--- src/cache_pkg.sv ---
package cache_pkg;

    localparam int unsigned ADDR_W = 16;
    localparam int unsigned TAG_W  = 5;
    localparam int unsigned IDX_W  = 8;
    localparam int unsigned OFF_W  = 3;

    localparam int unsigned MEM_LAT = 2; // main memory read latency, cycles

    typedef logic [15:0] word_t;

    typedef struct packed {
        logic [TAG_W-1:0] tag;
        logic [IDX_W-1:0] index;
        logic [OFF_W-1:0] offset;
    } addr_fields_t;

    // same address word, raw toward memory, split toward the ways
    typedef union packed {
        logic [ADDR_W-1:0] flat;
        addr_fields_t      f;
    } cache_addr_t;

    typedef enum logic [3:0] {
        IDLE   = 4'd0,
        COMP   = 4'd1,
        WB_0   = 4'd2,
        WB_1   = 4'd3,
        WB_2   = 4'd4,
        WB_3   = 4'd5,
        FILL_0 = 4'd6,
        FILL_1 = 4'd7,
        FILL_2 = 4'd8,
        FILL_3 = 4'd9,
        FILL_4 = 4'd10,
        FILL_5 = 4'd11
    } ctrl_state_t;

endpackage

--- src/resp_out.sv ---
`timescale 1ns/10ps

module resp_out import cache_pkg::*; (
    input  logic  clk,
    input  logic  arst_n,
    input  logic  res_valid,
    input  word_t res_data,
    input  logic  res_hit,
    output logic  res_ready,
    output logic  resp_valid,
    input  logic  resp_ready,
    output word_t resp_rdata,
    output logic  resp_hit
);

    assign res_ready = ~resp_valid || resp_ready; // empty or draining

    always_ff @(posedge clk or negedge arst_n) begin
        if (!arst_n) begin
            resp_valid <= 1'b0;
        end else if (res_valid && res_ready) begin
            resp_valid <= 1'b1;
        end else if (resp_ready) begin
            resp_valid <= 1'b0;
        end
    end

    always_ff @(posedge clk) begin
        if (res_valid && res_ready) begin
            resp_rdata <= res_data;
            resp_hit   <= res_hit;
        end
    end

    a_hold: assert property (
        @(posedge clk) disable iff (!arst_n)
        (resp_valid && !resp_ready) |=> (resp_valid && $stable(resp_rdata) && $stable(resp_hit))
    );

endmodule

--- config.mk ---
export PLATFORM = sky130hd
export DESIGN_NAME = resp_out
export DESIGN_NICKNAME = d
export VERILOG_FILES = /design/src/cache_pkg.sv /design/src/resp_out.sv
export SDC_FILE = /design/constraint.sdc
export NUM_CORES = 1
export LEC_CHECK = 0
export ABC_AREA = 1
export BUFFER_PORTS_ARGS = -buffer_cell sky130_fd_sc_hd__buf_2
export CAP_MARGIN = 30
export CELL_PAD_IN_SITES_DETAIL_PLACEMENT = 1
export CELL_PAD_IN_SITES_GLOBAL_PLACEMENT = 2
export CORE_MARGIN = 1
export CORE_UTILIZATION = 24
export DETAILED_ROUTE_END_ITERATION = 8
export PLACE_DENSITY = 0.75
export SLEW_MARGIN = 0
export SYNTH_ARGS = -nofsm -noshare
export SYNTH_HDL_FRONTEND = slang
export SYNTH_SLANG_ARGS = --single-unit
export TNS_END_PERCENT = 10
--- constraint.sdc ---
create_clock -name clk -period 1.95 [get_ports clk]
set_clock_uncertainty 0.1 [all_clocks]
set_input_delay 0.195 -clock clk [delete_from_list [all_inputs] [get_ports clk]]
set_output_delay 0.195 -clock clk [all_outputs]
set_load 0.03 [all_outputs]
==> flow_summary.json <==
{
  "fmax_mhz": 787.5,
  "syn-num-nets": 44,
  "post_drt_wl_per_cell_microns": 11.18,
  "worst_r2r_endpoint": "resp_rdata[6]",
  "worstRegToRegCells": 2,
  "drtIter0Drc": 1,
  "whs_ns": 0.01426,
  "cts_num_sinks": 18,
  "diodes": 0,
  "drtPass1Iterations": 2,
  "syn_inst": 23,
  "use_met1_pct": 10.81,
  "synth-xor-area-share_pct": 0,
  "port_buffers": 39,
  "antenna_left": 0,
  "root_buffer": "clkbuf_4",
  "core_sq_um": 2191,
  "synth_area_sq_um": 555.5,
  "grt.total_usage_pct": 10.81,
  "busiest_layer": "met2",
  "met3_usage_pct": 2.778,
  "cap_viol_max_count": 0,
  "clk_latency_ns": 0.27,
  "cellPowerDensity_nw_per_um2": 754.4,
  "synth-seq-cells": 18,
  "num-nets-final": 107,
  "status": "finished clean",
  "crit_fanout": 3,
  "critPathRequiredTime_ns": 1.65,
  "ys_seq_area_share_pct": 96.40,
  "ir_drop_mv": 0.3849,
  "initial_core_util_pct": 25.36,
  "post_cts_resized": 0,
  "hold_path.class": "input pin to flip-flop",
  "ys_warn_count": 0,
  "grt_max_degree": 18,
  "dr_total_vias": 432,
  "grt_pass1_wl_microns": 1883,
  "power_leakage_nw": 0.4384,
  "hold_violations": 0,
  "first_global_vias": 450,
  "num_io_pins": 40,
  "die_area_sq_um": 2511,
  "synth.mux.area_fraction_pct": 0,
  "rsz0062_at_grt": "false",
  "worst_pin_slew_ns": 0.2095,
  "report.final.setup_viol": 0,
  "drc_errors": 0,
  "drv_slew": 0,
  "synth-adder-area-share_pct": 0,
  "syn_area_per_cell_sq_um": 24.15,
  "fillers": 245,
  "routed_via_density": 3.823,
  "cts_made_buffers": 3,
  "gr-total-overflow": 0,
  "crit_arrival_ns": 0.97,
  "fin_util_pct": 45.63,
  "r2r_slack_ns": 0.73,
  "detailed_place_hpwl_microns": 955.8,
  "rr_startpoint": "resp_valid",
  "drive_gt1_share_pct": 50.59,
  "synth_compound_area_share_pct": 0.9009,
  "place_congestion": 0.6333,
  "synth_top_family_by_area": "buffers and inverters",
  "synth_cell_types": 5,
  "worstSetupStartpoint": "resp_valid",
  "num_rows": 17,
  "dieHeight_microns": 50.11,
  "die_w_microns": 50.11,
  "final.setup.tns_ns": 0,
  "antenna_found_initial": 0,
  "clkTransAtPathRegs_ns": 0.09,
  "cts_setup_buffers": 0,
  "finalCritPeriodShare_pct": 65.12,
  "crit_type": "flip-flop to output pin",
  "tritoncts": "yes",
  "slew_headroom_pct": 86.03,
  "cp-start-kind": "flip-flop",
  "synthSimpleGateAreaFrac_pct": 1.351,
  "use_met2_pct": 20.67,
  "cp-endpoint": "res_ready",
  "cts_max_level": 1,
  "min_period_ns": 1.270,
  "end_kind": "output pin",
  "clock_path_buffers": 2,
  "wirelength_microns": 1263,
  "area_growth_syn_to_layout_pct": 79.95
}
-- critical path: stages (launching register included) --
cell,delay [ns]
dfrtp_1,0.41
nand2_1,0.10
buf_2,0.20
-- synthesized netlist by cell type, drive strengths merged --
cell type / n / share of area [%]
inv: 2 / 1.4
a21oi: 1 / 0.90
edfxtp: 17 / 92
dfrtp: 1 / 4.5
nand2: 2 / 1.4
-- kinds of logic (layout without fill, tap and decap cells) --
family	Yosys count	after routing
flops	18	18
buf+inv	2	64
compound gates	1	1
simple gates	2	2
-- where the power goes --
| part | internal [mW] | switching, mW |
|---|---|---|
| Clock | 0.0741 | 0.0999 |
| Sequential | 0.448 | 0.00540 |
| Combinational | 0.0544 | 0.0726 |
| Total | 0.576 | 0.178 |
-- through the flow --
step / cells / area, sq um / worst slack, ns / power, mW
floorplan: 23 / 555.5 / 0.02275 / 0.5182
global placement: 91 / 793.3 / 0.7796 / 0.5601
detailed placement: 91 / 793.3 / 0.7456 / 0.5630
CTS: 113 / 999.7 / 0.6744 / 0.7689
global route: 113 / 999.7 / 0.6222 / 0.7887
finish: 113 / 999.7 / 0.6801 / 0.7542
-- metal layers --
| layer | wire length [microns] | part of all wire [%] | vias up |
|---|---|---|---|
| met2 | 629 | 50 | 34 |
| met3 | 96 | 7.6 | 2 |
| met4 | 6 | 0.48 | 0 |
| met1 | 531 | 42 | 187 |
| met5 | 0 | 0 | - |
| li1 | - | - | 209 |
-- flip-flops by register name, summed over array words and instances, names as in the netlist --
signal,flops
resp_valid,1
resp_rdata,16
resp_hit,1
-- worst min path at each step --
stage                     cells after the start         end  startpoint
final                                         3  resp_valid   res_valid
after global routing                          3  resp_valid   res_valid
after CTS                                     3  resp_valid   res_valid
after detailed placement                      1  resp_valid      arst_n
after global placement                        1  resp_valid      arst_n
after floorplan                               0  resp_valid      arst_n
-- repair_timing --
action                     CTS  global route
hold buffers                18             0
hold endpoints to repair    18             0
setup endpoints to repair    0             0
-- layout by cell type (no fill, tap or decap) --
cell / netlist / routed
a21oi_1: 1 / 1
buf_2: 0 / 39
buf_4: 0 / 1
clkbuf_4: 0 / 3
clkinv_1: 0 / 1
dfrtp_1: 1 / 1
dlygate4sd3_1: 0 / 18
edfxtp_1: 17 / 17
inv_1: 2 / 2
nand2_1: 2 / 2
-- area by class of cell --
class / instances / area, sq um / share of cell area, %
Tap cell: 28 / 35.03 / 3.504
Clock buffer: 3 / 22.52 / 2.253
Sequential cell: 18 / 535.5 / 53.57
Timing Repair Buffer: 58 / 382.9 / 38.30
Multi-Input combinational cell: 3 / 12.51 / 1.252
Clock inverter: 1 / 3.754 / 0.3755
Inverter: 2 / 7.507 / 0.7509
Note: power is estimated with default switching activity, not from simulation.
