==> src/cache_pkg.sv <==
package cache_pkg;

    localparam int unsigned ADDR_W = 16;
    localparam int unsigned TAG_W  = 5;
    localparam int unsigned IDX_W  = 8;
    localparam int unsigned OFF_W  = 3;

    localparam int unsigned MEM_LAT = 2; // main memory read latency, cycles

    typedef logic [15:0] word_t;

    typedef struct packed {
        logic [TAG_W-1:0] tag;
        logic [IDX_W-1:0] index;
        logic [OFF_W-1:0] offset;
    } addr_fields_t;

    // same address word, raw toward memory, split toward the ways
    typedef union packed {
        logic [ADDR_W-1:0] flat;
        addr_fields_t      f;
    } cache_addr_t;

    typedef enum logic [3:0] {
        IDLE   = 4'd0,
        COMP   = 4'd1,
        WB_0   = 4'd2,
        WB_1   = 4'd3,
        WB_2   = 4'd4,
        WB_3   = 4'd5,
        FILL_0 = 4'd6,
        FILL_1 = 4'd7,
        FILL_2 = 4'd8,
        FILL_3 = 4'd9,
        FILL_4 = 4'd10,
        FILL_5 = 4'd11
    } ctrl_state_t;

endpackage

==> src/cache_ctrl.sv <==
`timescale 1ns/10ps

module cache_ctrl import cache_pkg::*; (
    input  logic             clk,
    input  logic             arst_n,
    input  logic             buf_valid,
    input  logic             buf_wr,
    input  cache_addr_t      buf_addr,
    input  word_t            buf_wdata,
    output logic             take,
    output logic             en0,
    output logic             en1,
    output logic [IDX_W-1:0] index,
    output logic [OFF_W-1:0] offset,
    output logic [TAG_W-1:0] tag,
    output word_t            wdata,
    output logic             write,
    output logic             comp,
    output logic             valid_in,
    input  logic             hit0,
    input  logic             hit1,
    input  logic             valid0,
    input  logic             valid1,
    input  logic             dirty0,
    input  logic             dirty1,
    input  logic [TAG_W-1:0] tag_out0,
    input  logic [TAG_W-1:0] tag_out1,
    input  word_t            rdata0,
    input  word_t            rdata1,
    output logic [15:0]      mem_addr,
    output word_t            mem_wdata,
    output logic             mem_write,
    output logic             mem_read,
    input  word_t            mem_rdata,
    output logic             res_valid,
    output word_t            res_data,
    output logic             res_hit,
    input  logic             res_ready
);

    ctrl_state_t state_q;
    ctrl_state_t state_d;

    logic             victim_q;  // round robin bit, flips per fill
    logic             way_q;     // way chosen for this miss
    word_t            rd_q;      // requested word caught during fill
    logic             way_sel;
    logic             victim_dirty;
    logic [TAG_W-1:0] tag_sel;
    word_t            rdata_sel;
    logic [1:0]       wb_step;
    logic [2:0]       fill_step;
    logic [1:0]       fill_word;
    logic             word_match;

    // invalid way first (way 0 preferred), else the victim bit
    assign way_sel      = !valid0 ? 1'b0 : (!valid1 ? 1'b1 : victim_q);
    assign victim_dirty = way_sel ? (valid1 && dirty1) : (valid0 && dirty0);

    assign tag_sel   = way_q ? tag_out1 : tag_out0;
    assign rdata_sel = way_q ? rdata1 : rdata0;

    assign wb_step    = 2'(state_q - WB_0);
    assign fill_step  = 3'(state_q - FILL_0);
    assign fill_word  = 2'(fill_step - MEM_LAT); // data lags the read by MEM_LAT
    assign word_match = (buf_addr.f.offset[2:1] == fill_word);

    always_comb begin
        state_d   = state_q;
        take      = 1'b0;
        en0       = 1'b0;
        en1       = 1'b0;
        index     = buf_addr.f.index;
        offset    = buf_addr.f.offset;
        tag       = buf_addr.f.tag;
        wdata     = buf_wdata;
        write     = 1'b0;
        comp      = 1'b0;
        valid_in  = 1'b0;
        mem_addr  = buf_addr.flat;
        mem_wdata = rdata_sel;
        mem_write = 1'b0;
        mem_read  = 1'b0;
        res_valid = 1'b0;
        res_data  = '0;
        res_hit   = 1'b0;

        case (state_q)
            IDLE: begin
                if (buf_valid && res_ready) begin
                    state_d = COMP;
                end
            end
            COMP: begin
                en0   = 1'b1; // only a hitting way takes the write
                en1   = 1'b1;
                comp  = 1'b1;
                write = buf_wr;
                if (hit0 || hit1) begin
                    res_valid = 1'b1;
                    res_hit   = 1'b1;
                    res_data  = buf_wr ? '0 : (hit0 ? rdata0 : rdata1);
                    take      = 1'b1;
                    state_d   = IDLE;
                end else if (victim_dirty) begin
                    state_d = WB_0;
                end else begin
                    state_d = FILL_0;
                end
            end
            WB_0, WB_1, WB_2, WB_3: begin
                en0       = ~way_q;
                en1       = way_q;
                offset    = {wb_step, 1'b0};
                mem_addr  = {tag_sel, buf_addr.f.index, wb_step, 1'b0};
                mem_write = 1'b1;
                state_d   = (state_q == WB_3) ? FILL_0 : ctrl_state_t'(state_q + 1);
            end
            default: begin // FILL_0 to FILL_5
                en0 = ~way_q;
                en1 = way_q;
                if (fill_step < 3'd4) begin
                    mem_read = 1'b1;
                    mem_addr = {buf_addr.flat[15:3], fill_step[1:0], 1'b0};
                end
                if (fill_step >= MEM_LAT) begin
                    write    = 1'b1;
                    valid_in = 1'b1;
                    offset   = {fill_word, 1'b0};
                    wdata    = (buf_wr && word_match) ? buf_wdata : mem_rdata;
                end
                if (state_q == FILL_5) begin
                    comp      = buf_wr; // marks the line dirty on a write miss
                    res_valid = 1'b1;
                    res_data  = buf_wr ? '0 : (word_match ? mem_rdata : rd_q);
                    take      = 1'b1;
                    state_d   = IDLE;
                end else begin
                    state_d = ctrl_state_t'(state_q + 1);
                end
            end
        endcase
    end

    always_ff @(posedge clk or negedge arst_n) begin
        if (!arst_n) begin
            state_q  <= IDLE;
            victim_q <= 1'b0;
            way_q    <= 1'b0;
        end else begin
            state_q <= state_d;
            if (state_q == COMP && !(hit0 || hit1)) begin
                way_q <= way_sel;
            end
            if (state_q == FILL_5) begin
                victim_q <= ~victim_q;
            end
        end
    end

    always_ff @(posedge clk) begin
        if (write && !comp && !buf_wr && word_match) begin
            rd_q <= mem_rdata;
        end
    end

    // writeback only ever drains a dirty victim line
    a_wb_dirty: assert property (
        @(posedge clk) disable iff (!arst_n) mem_write |-> (way_q ? dirty1 : dirty0)
    );

    // a line is never resident in both ways
    a_one_hit: assert property (
        @(posedge clk) disable iff (!arst_n) !(hit0 && hit1)
    );

    a_res_room: assert property (
        @(posedge clk) disable iff (!arst_n) res_valid |-> res_ready
    );

endmodule

==> config.mk <==
export PLATFORM = sky130hd
export DESIGN_NAME = cache_ctrl
export DESIGN_NICKNAME = d
export VERILOG_FILES = /design/src/cache_pkg.sv /design/src/cache_ctrl.sv
export SDC_FILE = /design/constraint.sdc
export NUM_CORES = 1
export LEC_CHECK = 0
export BUFFER_PORTS_ARGS = -buffer_cell sky130_fd_sc_hd__clkbuf_2
export CORE_MARGIN = 5
export CORE_UTILIZATION = 30
export CTS_BUF_LIST = sky130_fd_sc_hd__clkbuf_16
export DETAILED_ROUTE_END_ITERATION = 6
export SLEW_MARGIN = 20
export SYNTH_ARGS = -nofsm -noshare
export SYNTH_HDL_FRONTEND = slang
export SYNTH_SLANG_ARGS = --single-unit
==> constraint.sdc <==
create_clock -name clk -period 4.5 [get_ports clk]
set_clock_uncertainty 0.15 [all_clocks]
set_input_delay 0.9 -clock clk [delete_from_list [all_inputs] [get_ports clk]]
set_output_delay 0.9 -clock clk [all_outputs]
set_load 0.02 [all_outputs]
==> flow_summary.json <==
{
  "cp_cell_sequence": "clkbuf_2, xnor2_1, nand2_4, o21ai_4, mux2_2, clkbuf_2",
  "path_max_fanout": 18,
  "yosysMostFrequentCell": "mux2i_1",
  "multi_input_area_sq_mm": 0.00147,
  "grt_pass1_wl_mm": 12.3,
  "hp-class": "input pin to async pin",
  "drtIter0Drc": 46,
  "finalHoldViolCount": 0,
  "clkLatencyLatePin_ns": 0.25,
  "fp.dieW_um": 99.2,
  "setup_viol": 0,
  "drv_cap": 0,
  "syn-num-nets": 349,
  "cts_setup_buffers": 0,
  "place_ws_ns": 0.636,
  "setup_ws_ns": 0.686,
  "r2r-start": "state_q[1]",
  "register_area_sq_um": 632,
  "syn_inst": 242,
  "period_needed_ns": 3.81,
  "cts_max_path_buffers": 2,
  "tightest_slew_ns": 0.776,
  "period_share_pct": 84.8,
  "die_area_sq_mm": 0.00983,
  "initial_core_util_pct": 30.9,
  "reg2reg_to": "rd_q[13]",
  "vdd.ir_drop.worst_mv": 0.486,
  "fillers": 791,
  "reg2reg_depth": 5,
  "clkTransAtPathRegs_ns": 0.06,
  "post_drt_wl_per_cell_um": 16.4,
  "synth_edf_count": 16,
  "grt_pass1_vias": 2414,
  "cts_max_level": 1,
  "cts-hold-fix-buffers": 0,
  "wl_mm": 7.85,
  "numCtsBuffers": 3,
  "ys_warn_count": 0,
  "cp_top_family": "compound AO/OA/AOI/OAI gates",
  "leakagePower_nw": 1.69,
  "drive_above_1_share_pct": 57.2,
  "synth_cell_types": 40,
  "slew_headroom_pct": 48.1,
  "whs_ns": 0.308,
  "end_kind": "output port",
  "postSynthAreaPerCell_sq_um": 9.85,
  "hpwl_mm": 6.32,
  "cp_data_required_time_ns": 3.45,
  "finalMaxSlewViolations": 0,
  "dieHeight_um": 99.2,
  "r2r_setup_slack_ns": 2.14,
  "final_antenna_net_count": 0,
  "gp_congestion": 0.804,
  "worst-path-buf-inv": 2,
  "rows": 32,
  "areaGrowthSynthToFinish_pct": 34.8,
  "outcome": "complete, no violations",
  "cts_root_buf": "clkbuf_16",
  "power.density_mw_per_mm2": 731,
  "grt-ovfl-total": 0,
  "yosys.area.top_type": "edfxtp_1",
  "crit_arrival_ns": 2.76,
  "rsz0062_at_grt": "no",
  "cpMostUsedCell": "clkbuf_2",
  "drtPass1Iterations": 4,
  "yosys-top-cells-area": "edfxtp_1 20%, mux2i_1 16%, mux2_2 11%",
  "routed_via_density": 4.89,
  "tns_ns": 0,
  "worst-setup-path-type": "input pin to output port",
  "critPathSlowestCell": "o21ai_4",
  "nets": 484,
  "io_buffers": 166,
  "track_usage_pct": 15.3,
  "synth_seq_cells": 22,
  "synth-seq-area-share_pct": 26.4,
  "grt_antenna_before_repair": 0,
  "io-pin-count": 191,
  "fin_util_pct": 41.6,
  "netlist.area_leader.share_pct": 20.1,
  "clock-sinks": 22,
  "max_stage_delay_ns": 0.68,
  "ctsResizeCount": 0,
  "crit_path_start_kind": "input pin",
  "async_flop_share_pct": 27.3,
  "cp.depth": 6,
  "grt_max_degree": 25,
  "total_power_mw": 2.35,
  "cts_tree": "yes",
  "core_area_sq_mm": 0.00773,
  "synth_ff_type": "edfxtp_1",
  "synth_common_cells": "37 x mux2i_1, 23 x buf_4, 23 x mux2_2",
  "vias": 2337,
  "drc": 0,
  "max_freq_mhz": 262,
  "insertedDiodeCount": 0,
  "syn_area_sq_mm": 0.00238
}
## layer usage
metal	track usage (%)	vias up	wire length [um]
li1	-	1145	-
met1	18.3	1074	3170
met2	27.8	111	3920
met3	3.58	7	682
met4	3.26	0	74
met5	0	-	0
## logic make-up after synthesis
kind of cell	synth area share (%)
adders and majority gates	3.15
muxes	32.7
DFF	26.4
AOI/OAI and AO/OA	15.7
and+or+nand+nor	8.19
xor gates and xnor gates	1.78
buffers and inverters	12.0
## layout by cell type (no fill, tap or decap), types with 5 or more instances in the layout
master | synthesis | routed
clkbuf_2 | 0 | 166
mux2i_1 | 37 | 37
mux2_2 | 23 | 23
o22ai_1 | 17 | 17
edfxtp_1 | 16 | 16
nor2_1 | 13 | 13
mux2_4 | 10 | 10
o21ai_0 | 10 | 10
nand2_1 | 9 | 9
inv_1 | 8 | 8
o2bb2ai_1 | 8 | 8
ha_1 | 6 | 6
a21oi_1 | 5 | 5
dfrtp_1 | 6 | 5
## stage by stage
stage               cells  area [sq um]
finish                478          3210
global route          478          3210
CTS                   478          3210
detailed placement    474          3110
global placement      474          3110
floorplan             242          2380
## state kept, by name, indices dropped and copies added (netlist names)
name and count:
rd_q 16, state_q 4, victim_q 1, way_q 1
## area by class of cell
cell class / count / area share, %
timing repair buffer: 168 / 26.3
clock inverter: 1 / 0.934
multi-input combinational: 174 / 45.9
inverter: 8 / 0.934
clock buffer: 3 / 2.34
sequential: 22 / 19.7
tap: 102 / 3.97
## how the worst max path moves through the flow
stage,startpoint,slack (ns),endpoint
after global routing,buf_addr[1],0.56,wdata[2]
after floorplan,buf_addr[1],0.86,rd_q[0]
final,buf_addr[1],0.69,wdata[0]
after global placement,buf_addr[1],0.70,wdata[13]
after detailed placement,buf_addr[1],0.64,wdata[0]
after CTS,buf_addr[1],0.68,wdata[0]
## where the power goes
| part | internal, mW | switching (mW) | total [mW] |
|---|---|---|---|
| Clock | 0.177 | 0.0768 | 0.254 |
| Sequential | 0.272 | 0.114 | 0.386 |
| Combinational | 0.706 | 1.01 | 1.71 |
| Total | 1.15 | 1.20 | 2.35 |
(Power assumes the default switching activity.)
