## config.mk

```make
export PLATFORM = sky130hd
export DESIGN_NAME = req_intake
export DESIGN_NICKNAME = d
export VERILOG_FILES = /design/src/cache_pkg.sv /design/src/req_intake.sv
export SDC_FILE = /design/constraint.sdc
export NUM_CORES = 1
export LEC_CHECK = 0
export BUFFER_PORTS_ARGS = -buffer_cell sky130_fd_sc_hd__buf_2
export CORE_MARGIN = 1.5
export CORE_UTILIZATION = 42
export DETAILED_ROUTE_END_ITERATION = 10
export PLACE_DENSITY = 0.81
export SLEW_MARGIN = 20
export SYNTH_ARGS = -nofsm -noshare
export SYNTH_HDL_FRONTEND = slang
export SYNTH_SLANG_ARGS = --single-unit
export TNS_END_PERCENT = 50
```

## constraint.sdc

```tcl
create_clock -name clk -period 4.8 [get_ports clk]
set_input_delay 0.96 -clock clk [delete_from_list [all_inputs] [get_ports clk]]
set_output_delay 0.96 -clock clk [all_outputs]
set_load 0.02 [all_outputs]
```

## src/cache_pkg.sv

```systemverilog
package cache_pkg;

    localparam int unsigned ADDR_W = 16;
    localparam int unsigned TAG_W  = 5;
    localparam int unsigned IDX_W  = 8;
    localparam int unsigned OFF_W  = 3;

    localparam int unsigned MEM_LAT = 2; // main memory read latency, cycles

    typedef logic [15:0] word_t;

    typedef struct packed {
        logic [TAG_W-1:0] tag;
        logic [IDX_W-1:0] index;
        logic [OFF_W-1:0] offset;
    } addr_fields_t;

    // same address word, raw toward memory, split toward the ways
    typedef union packed {
        logic [ADDR_W-1:0] flat;
        addr_fields_t      f;
    } cache_addr_t;

    typedef enum logic [3:0] {
        IDLE   = 4'd0,
        COMP   = 4'd1,
        WB_0   = 4'd2,
        WB_1   = 4'd3,
        WB_2   = 4'd4,
        WB_3   = 4'd5,
        FILL_0 = 4'd6,
        FILL_1 = 4'd7,
        FILL_2 = 4'd8,
        FILL_3 = 4'd9,
        FILL_4 = 4'd10,
        FILL_5 = 4'd11
    } ctrl_state_t;

endpackage

```

## src/req_intake.sv

```systemverilog
`timescale 1ns/10ps

module req_intake import cache_pkg::*; (
    input  logic        clk,
    input  logic        arst_n,
    input  logic        req_valid,
    output logic        req_ready,
    input  logic        req_wr,
    input  cache_addr_t req_addr,
    input  word_t       req_wdata,
    input  logic        take,
    output logic        buf_valid,
    output logic        buf_wr,
    output cache_addr_t buf_addr,
    output word_t       buf_wdata
);

    assign req_ready = ~buf_valid; // ready only when empty

    always_ff @(posedge clk or negedge arst_n) begin
        if (!arst_n) begin
            buf_valid <= 1'b0;
        end else if (take) begin
            buf_valid <= 1'b0;
        end else if (req_valid && req_ready) begin
            buf_valid <= 1'b1;
        end
    end

    // held stable for the whole miss sequence
    always_ff @(posedge clk) begin
        if (req_valid && req_ready) begin
            buf_wr    <= req_wr;
            buf_addr  <= req_addr;
            buf_wdata <= req_wdata;
        end
    end

    a_take_full: assert property (
        @(posedge clk) disable iff (!arst_n) take |-> buf_valid
    );

endmodule

```

==> results of run 1 <==
==> cell usage after synthesis <==
cell type / count
dfrtp_1: 1
nor2b_1: 1
o21ba_1: 1
edfxtp_1: 33
inv_1: 1
==> path summary, 6_finish.rpt <==
check | depth (start not counted) | to | startpoint
worst max-delay path | 3 | buf_wdata[11] | req_valid
worst min-delay path | 1 | buf_valid | arst_n
worst max register to register | 2 | buf_wdata[11] | buf_valid
worst min register to register | 1 | buf_valid | buf_valid
max in group asynchronous | 1 | buf_valid | arst_n
min in group clk | 1 | buf_valid | buf_valid
==> state kept, by name, summed over array words and instances, names as in the netlist <==
signal,cells
buf_wr,1
buf_wdata,16
buf_addr,16
buf_valid,1
==> power groups by stage <==
stage	registers, mW	clock network, mW	logic, mW
after floorplan	0.378	0	0.00684
after global placement	0.355	0	0.0581
after detailed placement	0.355	0	0.0589
after CTS	0.349	0.141	0.0590
after global routing	0.350	0.154	0.0625
final	0.348	0.136	0.0581
==> routing by layer <==
metal,wire length (um),GRT usage
met1,558,0.1171
met2,697,0.1792
met3,315,0.09429
met4,41,0.1026
met5,0,0
==> kinds of logic (layout without fill, tap and decap cells) <==
logic type | after synthesis | count (layout)
flip-flops | 34 | 34
AND/OR/NAND/NOR | 1 | 1
buffers and inverters | 1 | 81
AO/OA/AOI/OAI | 1 | 1
==> through the flow <==
stage	std cells	utilization	area, sq um	worst slack [ns]
6_report	145	0.6526	1485	2.836
3_3_place_gp	137	0.6311	1436	2.532
4_1_cts	145	0.6526	1485	2.837
2_1_floorplan	37	-	1036	1.923
3_5_place_dp	137	0.6311	1436	2.498
5_1_grt	145	0.6526	1485	2.754
==> layout make-up <==
type | count | share of cell area
sequential | 34 | 0.6841
timing repair buffer | 72 | 0.2443
inverter | 1 | 0.002527
tap | 28 | 0.02359
multi-input combinational | 2 | 0.01264
clock buffer | 8 | 0.03286
==> results.md, run 1 <==
* Die X at about 53 um
* Commonest non-fill, non-tap cells in the layout: buf_2, edfxtp_1, clkbuf_4
* Max VDD drop at 0.2580 mV
* First DRT Iteration DRCs at 3
* Core area at 0.002276 sq mm
* Peak Freq at ~500 MHz
* CTS tree: done
* Flop pwr share at 0.643
* R2R Setup Slk at approximately 3.2 ns
* Total gr overflow at 0
* Synth Area in Compound Gates at 0.009662
* IO Port Bufs at 71
* Crit-path max cell delay at 0.53 ns
* Critical path required time at 4.80 ns
* Hold Path Class: primary input to async pin
* Yosys top cell by area: edfxtp_1
* Post-CTS Resized at 0
* Synth unique cells at 5
* CP Launch Type: primary input
* Final #Nets at 153
* Critical-path maximum fanout at 20
* Cts bufs inserted at 5
* Final Hold Viols at 0
* Slew Limit Fails at 0
* CTS H-Tree Depth at 2
* Final setup fails at 0
* Gpl congestion at ~0.66
* Crit path buf inv count at 2
* Antenna-violating nets left at 0
* Adder-cell area share of the yosys netlist at 0
* Later-pin clock latency in the skew report at between 0.3 and 0.4 ns
* Commonest non-fill, non-tap cell in the layout: buf_2
* Pwr dens at 365.1 mW/mm^2
* Die Y at 52.67 um
* Die area at around 0.0028 sq mm
* Slew headroom at 0.5857
* DR WL/cell at 11.12 um
* Rows at 17
* Sw Ratio at 0.2159
* Cts hold-fix bufs at 0
* Fraction of layout cells with a size suffix above 1 at 0.6667
* DRC at 0
* Area Growth Syn to Fin at 43.36%
* Cells after Synth at 37
* Logic pwr share at 0.107
* Leak at about 0.65 nW
* Area fraction of the dominant cell type after synthesis at 0.9565
* Pwr Total at 542.2 uW
* First-pass GRT wire length at 2.194 mm
* Root Driver: clkbuf_4
* Switching pwr at around 120 uW
* Max-Cap Viols at 0
* Initial core utilization at 0.4552
* Flop and latch count out of synthesis at 34
* Worst path cell trace: buf_2 > nor2b_2 > buf_4
* DR vias at around 640
* IO Pins at just over 70
* Fin crit share at 0.4093
* Final Hold Slack at just over 0.4 ns
* Sequential cell area at approximately 0.0010 sq mm
* Top Family by Delay on Critical Path: simple AND/OR/NAND/NOR gates
* Diodes inserted at 0
* Vias in the first global route at 525
* Largest net degree at the start of global routing at 21
* Synthesized area per cell at ~28 sq um
* # fillers at about 160
* CTS clock-pin slew for the worst setup and hold paths at about 0.08 ns
* Worst-Margin Slew at between 0.6 and 0.7 ns
* Post-DP HPWL at 1.227 mm
* Final worst path period need at just under 2 ns
* Area contributors post-synth: edfxtp_1, dfrtp_1, o21ba_1
* Syn_nets at 74
* Clk network pwr share at 0.250
* Initial antenna violation count at 0
* Crit-path slowest cell: nor2b_2
* Drt pass-1 iters at 4
* Post-Synth Simple-Gate Area at 0.006039
* CP endpoint kind: register
* CP arrival at 1.96 ns
* Synth Cell Area at around 0.0010 sq mm
* Sink Count at 34
* YS warnings at 0
* Area of the multi-input gates at between 15 and 20 sq um
* Mux share of post-synthesis cell area at 0
* Status: complete, no violations
* Post-synthesis sequential area ratio at 0.9807
* All-Layer GR Usage at 0.1255
* Vias per Instance at approximately 4.4
* Int Pwr at between 400 and 500 uW
* Path type of the worst setup path: primary input to register
* WL final at between 1.5 and 2 mm
* Largest family of logic cells by synthesized area: compound AO/OA/AOI/OAI gates
* RSZ-0062 raised after global routing: no
* Worst Skew at 0.007932 ns
* CTS max path bufs at 2
* Setup bufs post-CTS at 0
* Total negative slack at 0 ns
* XOR/XNOR share of the synthesized area at 0
Power figures use the tool's default switching activity.
==> run 2, diff against run 1 <==
- CORE_UTILIZATION: 42 -> 35
- PLACE_DENSITY: 0.81 -> 0.72
- clock period: 4.8 -> 1.7 ns (I/O delays scaled with it)
==> run 2 against run 1 <==
Largest power group unchanged. Routed wire length grew 16%. Sequential share of layout area shrank 1.2 points. Critical endpoint is now req_ready. Die area grew 19%. Clock power grew to 2.9 times the previous value. Sequential cell count is the same. Largest cell class unchanged. Worst hold slack lost 0.21 ns.
==> results.md, run 2 (synthesis results as in run 1) <==
* DR WL/cell at 12.43 um (+12%)
* CTS H-Tree Depth at 2 (unchanged)
* Logic pwr share at 0.110 (+0.003)
* Post-CTS Resized at 0 (unchanged)
* Initial antenna violation count at 0 (unchanged)
* CP Launch Type: register
* Die area at 0.003295 sq mm (+19%)
* CP endpoint kind: output port
* IO Pins at 72 (unchanged)
* Total gr overflow at 0 (unchanged)
* CTS tree: done
* Regs by FF count: buf_addr: 16 flops, buf_wdata: 16 flops
* Max VDD drop at 0.7637 mV (+200%)
* Crit-path max cell delay at 0.44 ns (-0.09 ns)
* Clk network pwr share at 0.257 (+0.007)
* Antenna-violating nets left at 0 (unchanged)
* DRC at 0 (unchanged)
* Path type of the worst setup path: register to output port
* Status: complete, no violations
* Gpl congestion at 0.6310 (-4.2%)
* Drt pass-1 iters at 3 (-1)
* Total negative slack at 0 ns (unchanged)
* IO Port Bufs at 71 (unchanged)
* First DRT Iteration DRCs at 26 (+23)
* CP arrival at 0.99 ns (-0.97 ns)
* Max-Cap Viols at 0 (unchanged)
* Final #Nets at 155 (+1.3%)
* Crit path buf inv count at 2 (unchanged)
* Peak Freq at 751.4 MHz
* Cts bufs inserted at 5 (unchanged)
* Area Growth Syn to Fin at 46.01%
* Vias in the first global route at 671 (+28%)
* DR vias at 662 (+4.3%)
* Fraction of layout cells with a size suffix above 1 at 0.6723 (+0.005602)
* Diodes inserted at 0 (unchanged)
* Critical path required time at 1.36 ns (-3.44 ns)
* Setup bufs post-CTS at 0 (unchanged)
* Commonest non-fill, non-tap cell in the layout: buf_2
* Sw Ratio at 0.2317 (+0.01586)
* Worst-Margin Slew at 0.2776 ns (-0.3411 ns)
* Fin crit share at 0.7828
* First-pass GRT wire length at 2.732 mm (+25%)
* Commonest non-fill, non-tap cells in the layout: buf_2, edfxtp_1, clkbuf_4
* Root Driver: clkbuf_4
* Worst Skew at 0.006635 ns (-0.001297 ns)
* Initial core utilization at 0.3725 (-0.08273)
* Final Hold Viols at 0 (unchanged)
* Crit-path slowest cell: dfrtp_1
* Flop pwr share at 0.633 (-0.010)
* Vias per Instance at 4.413 (+0.78%)
* Largest net degree at the start of global routing at 23 (+9.5%)
* All-Layer GR Usage at 0.1182 (-0.007280)
* Pwr dens at 1029 mW/mm^2 (+180%)
* Leak at 0.6692 nW (+2.5%)
* Die Y at 57.41 um (+9.0%)
* Final Hold Slack at 0.1889 ns (-0.2139 ns)
* Die X at 57.41 um (+9.0%)
* CTS max path bufs at 2 (unchanged)
* Cts hold-fix bufs at 1 (+1)
* Switching pwr at 360.6 uW (+210%)
* RSZ-0062 raised after global routing: no
* Critical-path maximum fanout at 4 (-80%)
* Worst path cell trace: inv_1 > buf_2
* Int Pwr at 1.196 mW (+180%)
* WL final at 1.864 mm (+16%)
* Slew headroom at 0.8150 (+0.2293)
* Sink Count at 34 (unchanged)
* Rows at 19 (+2)
* Slew Limit Fails at 0 (unchanged)
* CTS clock-pin slew for the worst setup and hold paths at 0.10 ns (+0.02 ns)
* Top Family by Delay on Critical Path: flip-flops
* Final setup fails at 0 (unchanged)
* Final worst path period need at approximately 1.3 ns
* Hold Path Class: primary input to register
* Later-pin clock latency in the skew report at 0.32 ns (about the same)
* Core area at 0.002781 sq mm (+22%)
-- run 2: cell count changes in the layout (fill, tap and decap cells not counted) --
cell / change
nor2b_4: +1
clkinv_1: +1
buf_4: +1
nor2b_2: -1
clkbuf_1: -2
clkinv_2: +1
dlygate4sd3_1: +1
-- run 2: power groups by stage --
stage / sequential, mW / clock [mW] / combinational, mW
after global placement: 1.00 / 0 / 0.168
final: 0.985 / 0.400 / 0.170
after detailed placement: 1.00 / 0 / 0.171
after global routing: 0.991 / 0.438 / 0.183
after floorplan: 1.07 / 0 / 0.0210
after CTS: 0.986 / 0.419 / 0.173
-- run 2: worst paths after layout --
check | cells past startpoint | slack (ns) | to | start
min in group asynchronous | 2 | 0.31 | buf_valid | arst_n
min | 1 | 0.19 | buf_wdata[13] | req_wdata[13]
min reg2reg | 1 | 0.62 | buf_valid | buf_valid
max | 2 | 0.37 | req_ready | buf_valid
max reg2reg | 2 | 0.52 | buf_addr[6] | buf_valid
max in group asynchronous | 2 | 1.31 | buf_valid | arst_n
-- run 2: layout make-up --
| class | instances | area [sq um] |
|---|---|---|
| clock buffer | 6 | 41.29 |
| clock inverter | 2 | 8.758 |
| fill | 242 | 1269 |
| inverter | 1 | 3.754 |
| multi-input combinational | 2 | 23.77 |
| sequential | 34 | 1016 |
| tap | 31 | 38.79 |
| timing repair buffer | 74 | 380.4 |
-- run 2: stage by stage --
stage,instances,cell area [sq um],power (mW),setup slack (ns),util
finish,150,1513,1.556,0.3692,0.5439
global route,150,1513,1.611,0.3222,0.5439
CTS,150,1513,1.579,0.3625,0.5439
detailed placement,141,1453,1.175,0.5234,0.5223
global placement,141,1453,1.171,0.5258,0.5223
floorplan,37,1044,1.086,0.2614,-
-- run 2: layer usage --
layer | track usage | part of all wire
met2 | 0.1802 | 0.48
met1 | 0.1166 | 0.35
met3 | 0.07710 | 0.17
met4 | 0.07973 | 0.0091
met5 | 0 | 0
==> run 3, diff against run 2 <==
- clock period: 1.7 -> 1.1 ns (I/O delays scaled with it)
==> run 3 against run 2 <==
Critical path depth shrank 1. Non-clock buffer count is the same. Count of clock-buffer cells in the layout unchanged. Critical path type unchanged. Die area did not move. The run now ends with setup timing left. Highest routed layer unchanged.
==> results.md, run 3 (synthesis results as in run 1) <==
* Final setup fails at 18 (+18)
* Sink Count at 34 (unchanged)
* Root Driver: clkbuf_4
* # fillers at 223 (-7.9%)
* IO Pins at 72 (unchanged)
* Diodes inserted at 0 (unchanged)
* CP endpoint kind: output port
* CTS H-Tree Depth at 2 (unchanged)
* WHS Path Cells at 1 (unchanged)
* Drt pass-1 iters at 4 (+1)
* First DRT Iteration DRCs at 16 (-38%)
* Status: finished with violations
* Rows at 19 (unchanged)
* Die area at 0.003295 sq mm (unchanged)
* CP Launch Type: register
* Crit-path max cell delay at 0.46 ns (+0.02 ns)
* Die Y at 57.41 um (unchanged)
* Final worst path period need at between 1 and 1.5 ns
* Worst path depth at 1 (-1)
* Antenna-violating nets left at 0 (unchanged)
* Final Hold Viols at 0 (unchanged)
* Fraction of layout cells with a size suffix above 1 at 0.6891 (+0.01681)
* Later-pin clock latency in the skew report at 0.32 ns (about the same)
* CTS clock-pin slew for the worst setup and hold paths at 0.09 ns (about the same)
* Cts bufs inserted at 5 (unchanged)
* Worst path cell trace: buf_4
* Initial core utilization at 0.3725 (unchanged)
* Regs by FF count: buf_addr: 16 flops, buf_wdata: 16 flops
* Gpl congestion at 0.6889 (+9.2%)
* Post-DP HPWL at between 1 and 1.5 mm
* Peak Freq at 853.5 MHz
* DRC at 0 (unchanged)
* First-pass GRT wire length at 2.884 mm (+5.6%)
* Pwr dens at 1517 mW/mm^2 (+47%)
* Slew Limit Fails at 0 (unchanged)
* Area Growth Syn to Fin at 55.68%
* Fin crit share at 1.065
* DR WL/cell at 12.01 um (-3.4%)
* Total gr overflow at 0 (unchanged)
* Vias in the first global route at 674 (+0.45%)
* Max VDD drop at 0.8940 mV (+17%)
* Reg2reg path depth at 2 (unchanged)
* Crit path buf inv count at 1 (-1)
* Hold Path Class: primary input to register
* Final Hold Slack at 0.06290 ns (-0.1260 ns)
* CTS max path bufs at 2 (unchanged)
* Max-Cap Viols at 0 (unchanged)
* Final #Nets at 155 (unchanged)
* CTS tree: done
* Worst Skew at 0.007196 ns (+0.0005612 ns)
* Commonest non-fill, non-tap cell in the layout: buf_2
* Vias per Instance at 4.353 (-1.4%)
* Failing checks: setup timing
* Slew headroom at 0.8955 (+0.08056)
* Leak at 0.7005 nW (+4.7%)
* Core area at 0.002781 sq mm (unchanged)
* Critical path required time at 0.88 ns (-0.48 ns)
* Path type of the worst setup path: register to output port
* WL final at 1.801 mm (-3.4%)
* RSZ-0062 raised after global routing: yes
* DR vias at 653 (-1.4%)
* Critical-path maximum fanout at 4 (unchanged)
* Fin util at 0.5798 (+0.03599)
* Worst setup margin at -0.07162 ns (-0.4408 ns)
* Crit-path slowest cell: dfrtp_2
* Largest net degree at the start of global routing at 20 (-13%)
* All-Layer GR Usage at 0.1268 (+0.008622)
* Die X at 57.41 um (unchanged)
* Initial antenna violation count at 0 (unchanged)
* IO Port Bufs at 71 (unchanged)
* Pwr Total at 2.446 mW (+57%)
* Commonest non-fill, non-tap cells in the layout: buf_2, edfxtp_1, buf_6
* Top Family by Delay on Critical Path: flip-flops
* Worst-Margin Slew at 0.1564 ns (-0.1212 ns)
* CP arrival at 0.95 ns (-0.04 ns)
[run 3: worst paths after layout]
kind                               from      endpoint  slack (ns)
setup / recovery              buf_valid     buf_valid       -0.07
hold / removal             req_addr[13]  buf_addr[13]        0.06
setup reg to reg              buf_valid   buf_addr[6]       -0.01
hold reg to reg               buf_valid     buf_valid        0.60
max in group asynchronous        arst_n     buf_valid        0.83
min in group asynchronous        arst_n     buf_valid        0.18
[run 3: through the flow]
step                      setup TNS (ns)  cells  setup slack, ns  instance area, sq um
final                            -0.2096    150         -0.07162                  1613
after global routing              -2.017    150          -0.1080                  1613
after detailed placement               0    141         0.008413                  1479
after floorplan                   -9.989     37          -0.3027                  1045
after global placement                 0    141          0.03659                  1479
after CTS                        -0.4622    150         -0.09410                  1585
[run 3: metal layers]
layer	wire length [um]	vias to the layer above	track usage
li1	-	306	-
met1	607	288	0.1194
met2	840	53	0.1867
met3	309	6	0.1043
met4	44	0	0.07973
met5	0	-	0
[run 3: area by class of cell]
cell class              instances  area (sq um)  share of cell area
flip-flops and latches         34          1017              0.6307
multi-input cells               2         23.77             0.01474
repair buffers                 74         479.2              0.2971
clock buffers                   6         41.29             0.02560
inverters                       1         3.754            0.002327
clock inverters                 2         8.758            0.005431
well taps                      31         38.79             0.02405
[run 3: power breakdown]
| group | leakage [nW] | internal, mW | switching (mW) |
|---|---|---|---|
| sequential | 0.326 | 1.51 | 0.0222 |
| clock | 0.0297 | 0.240 | 0.372 |
| combinational | 0.345 | 0.143 | 0.164 |
| total | 0.700 | 1.89 | 0.558 |
[run 3: repair_timing]
item	4_1_cts	5_1_grt
resized for setup	16	9
endpoints found under the hold margin	1	0
hold buffers	1	0
endpoints found under the setup margin	20	68
buffers inserted	0	0
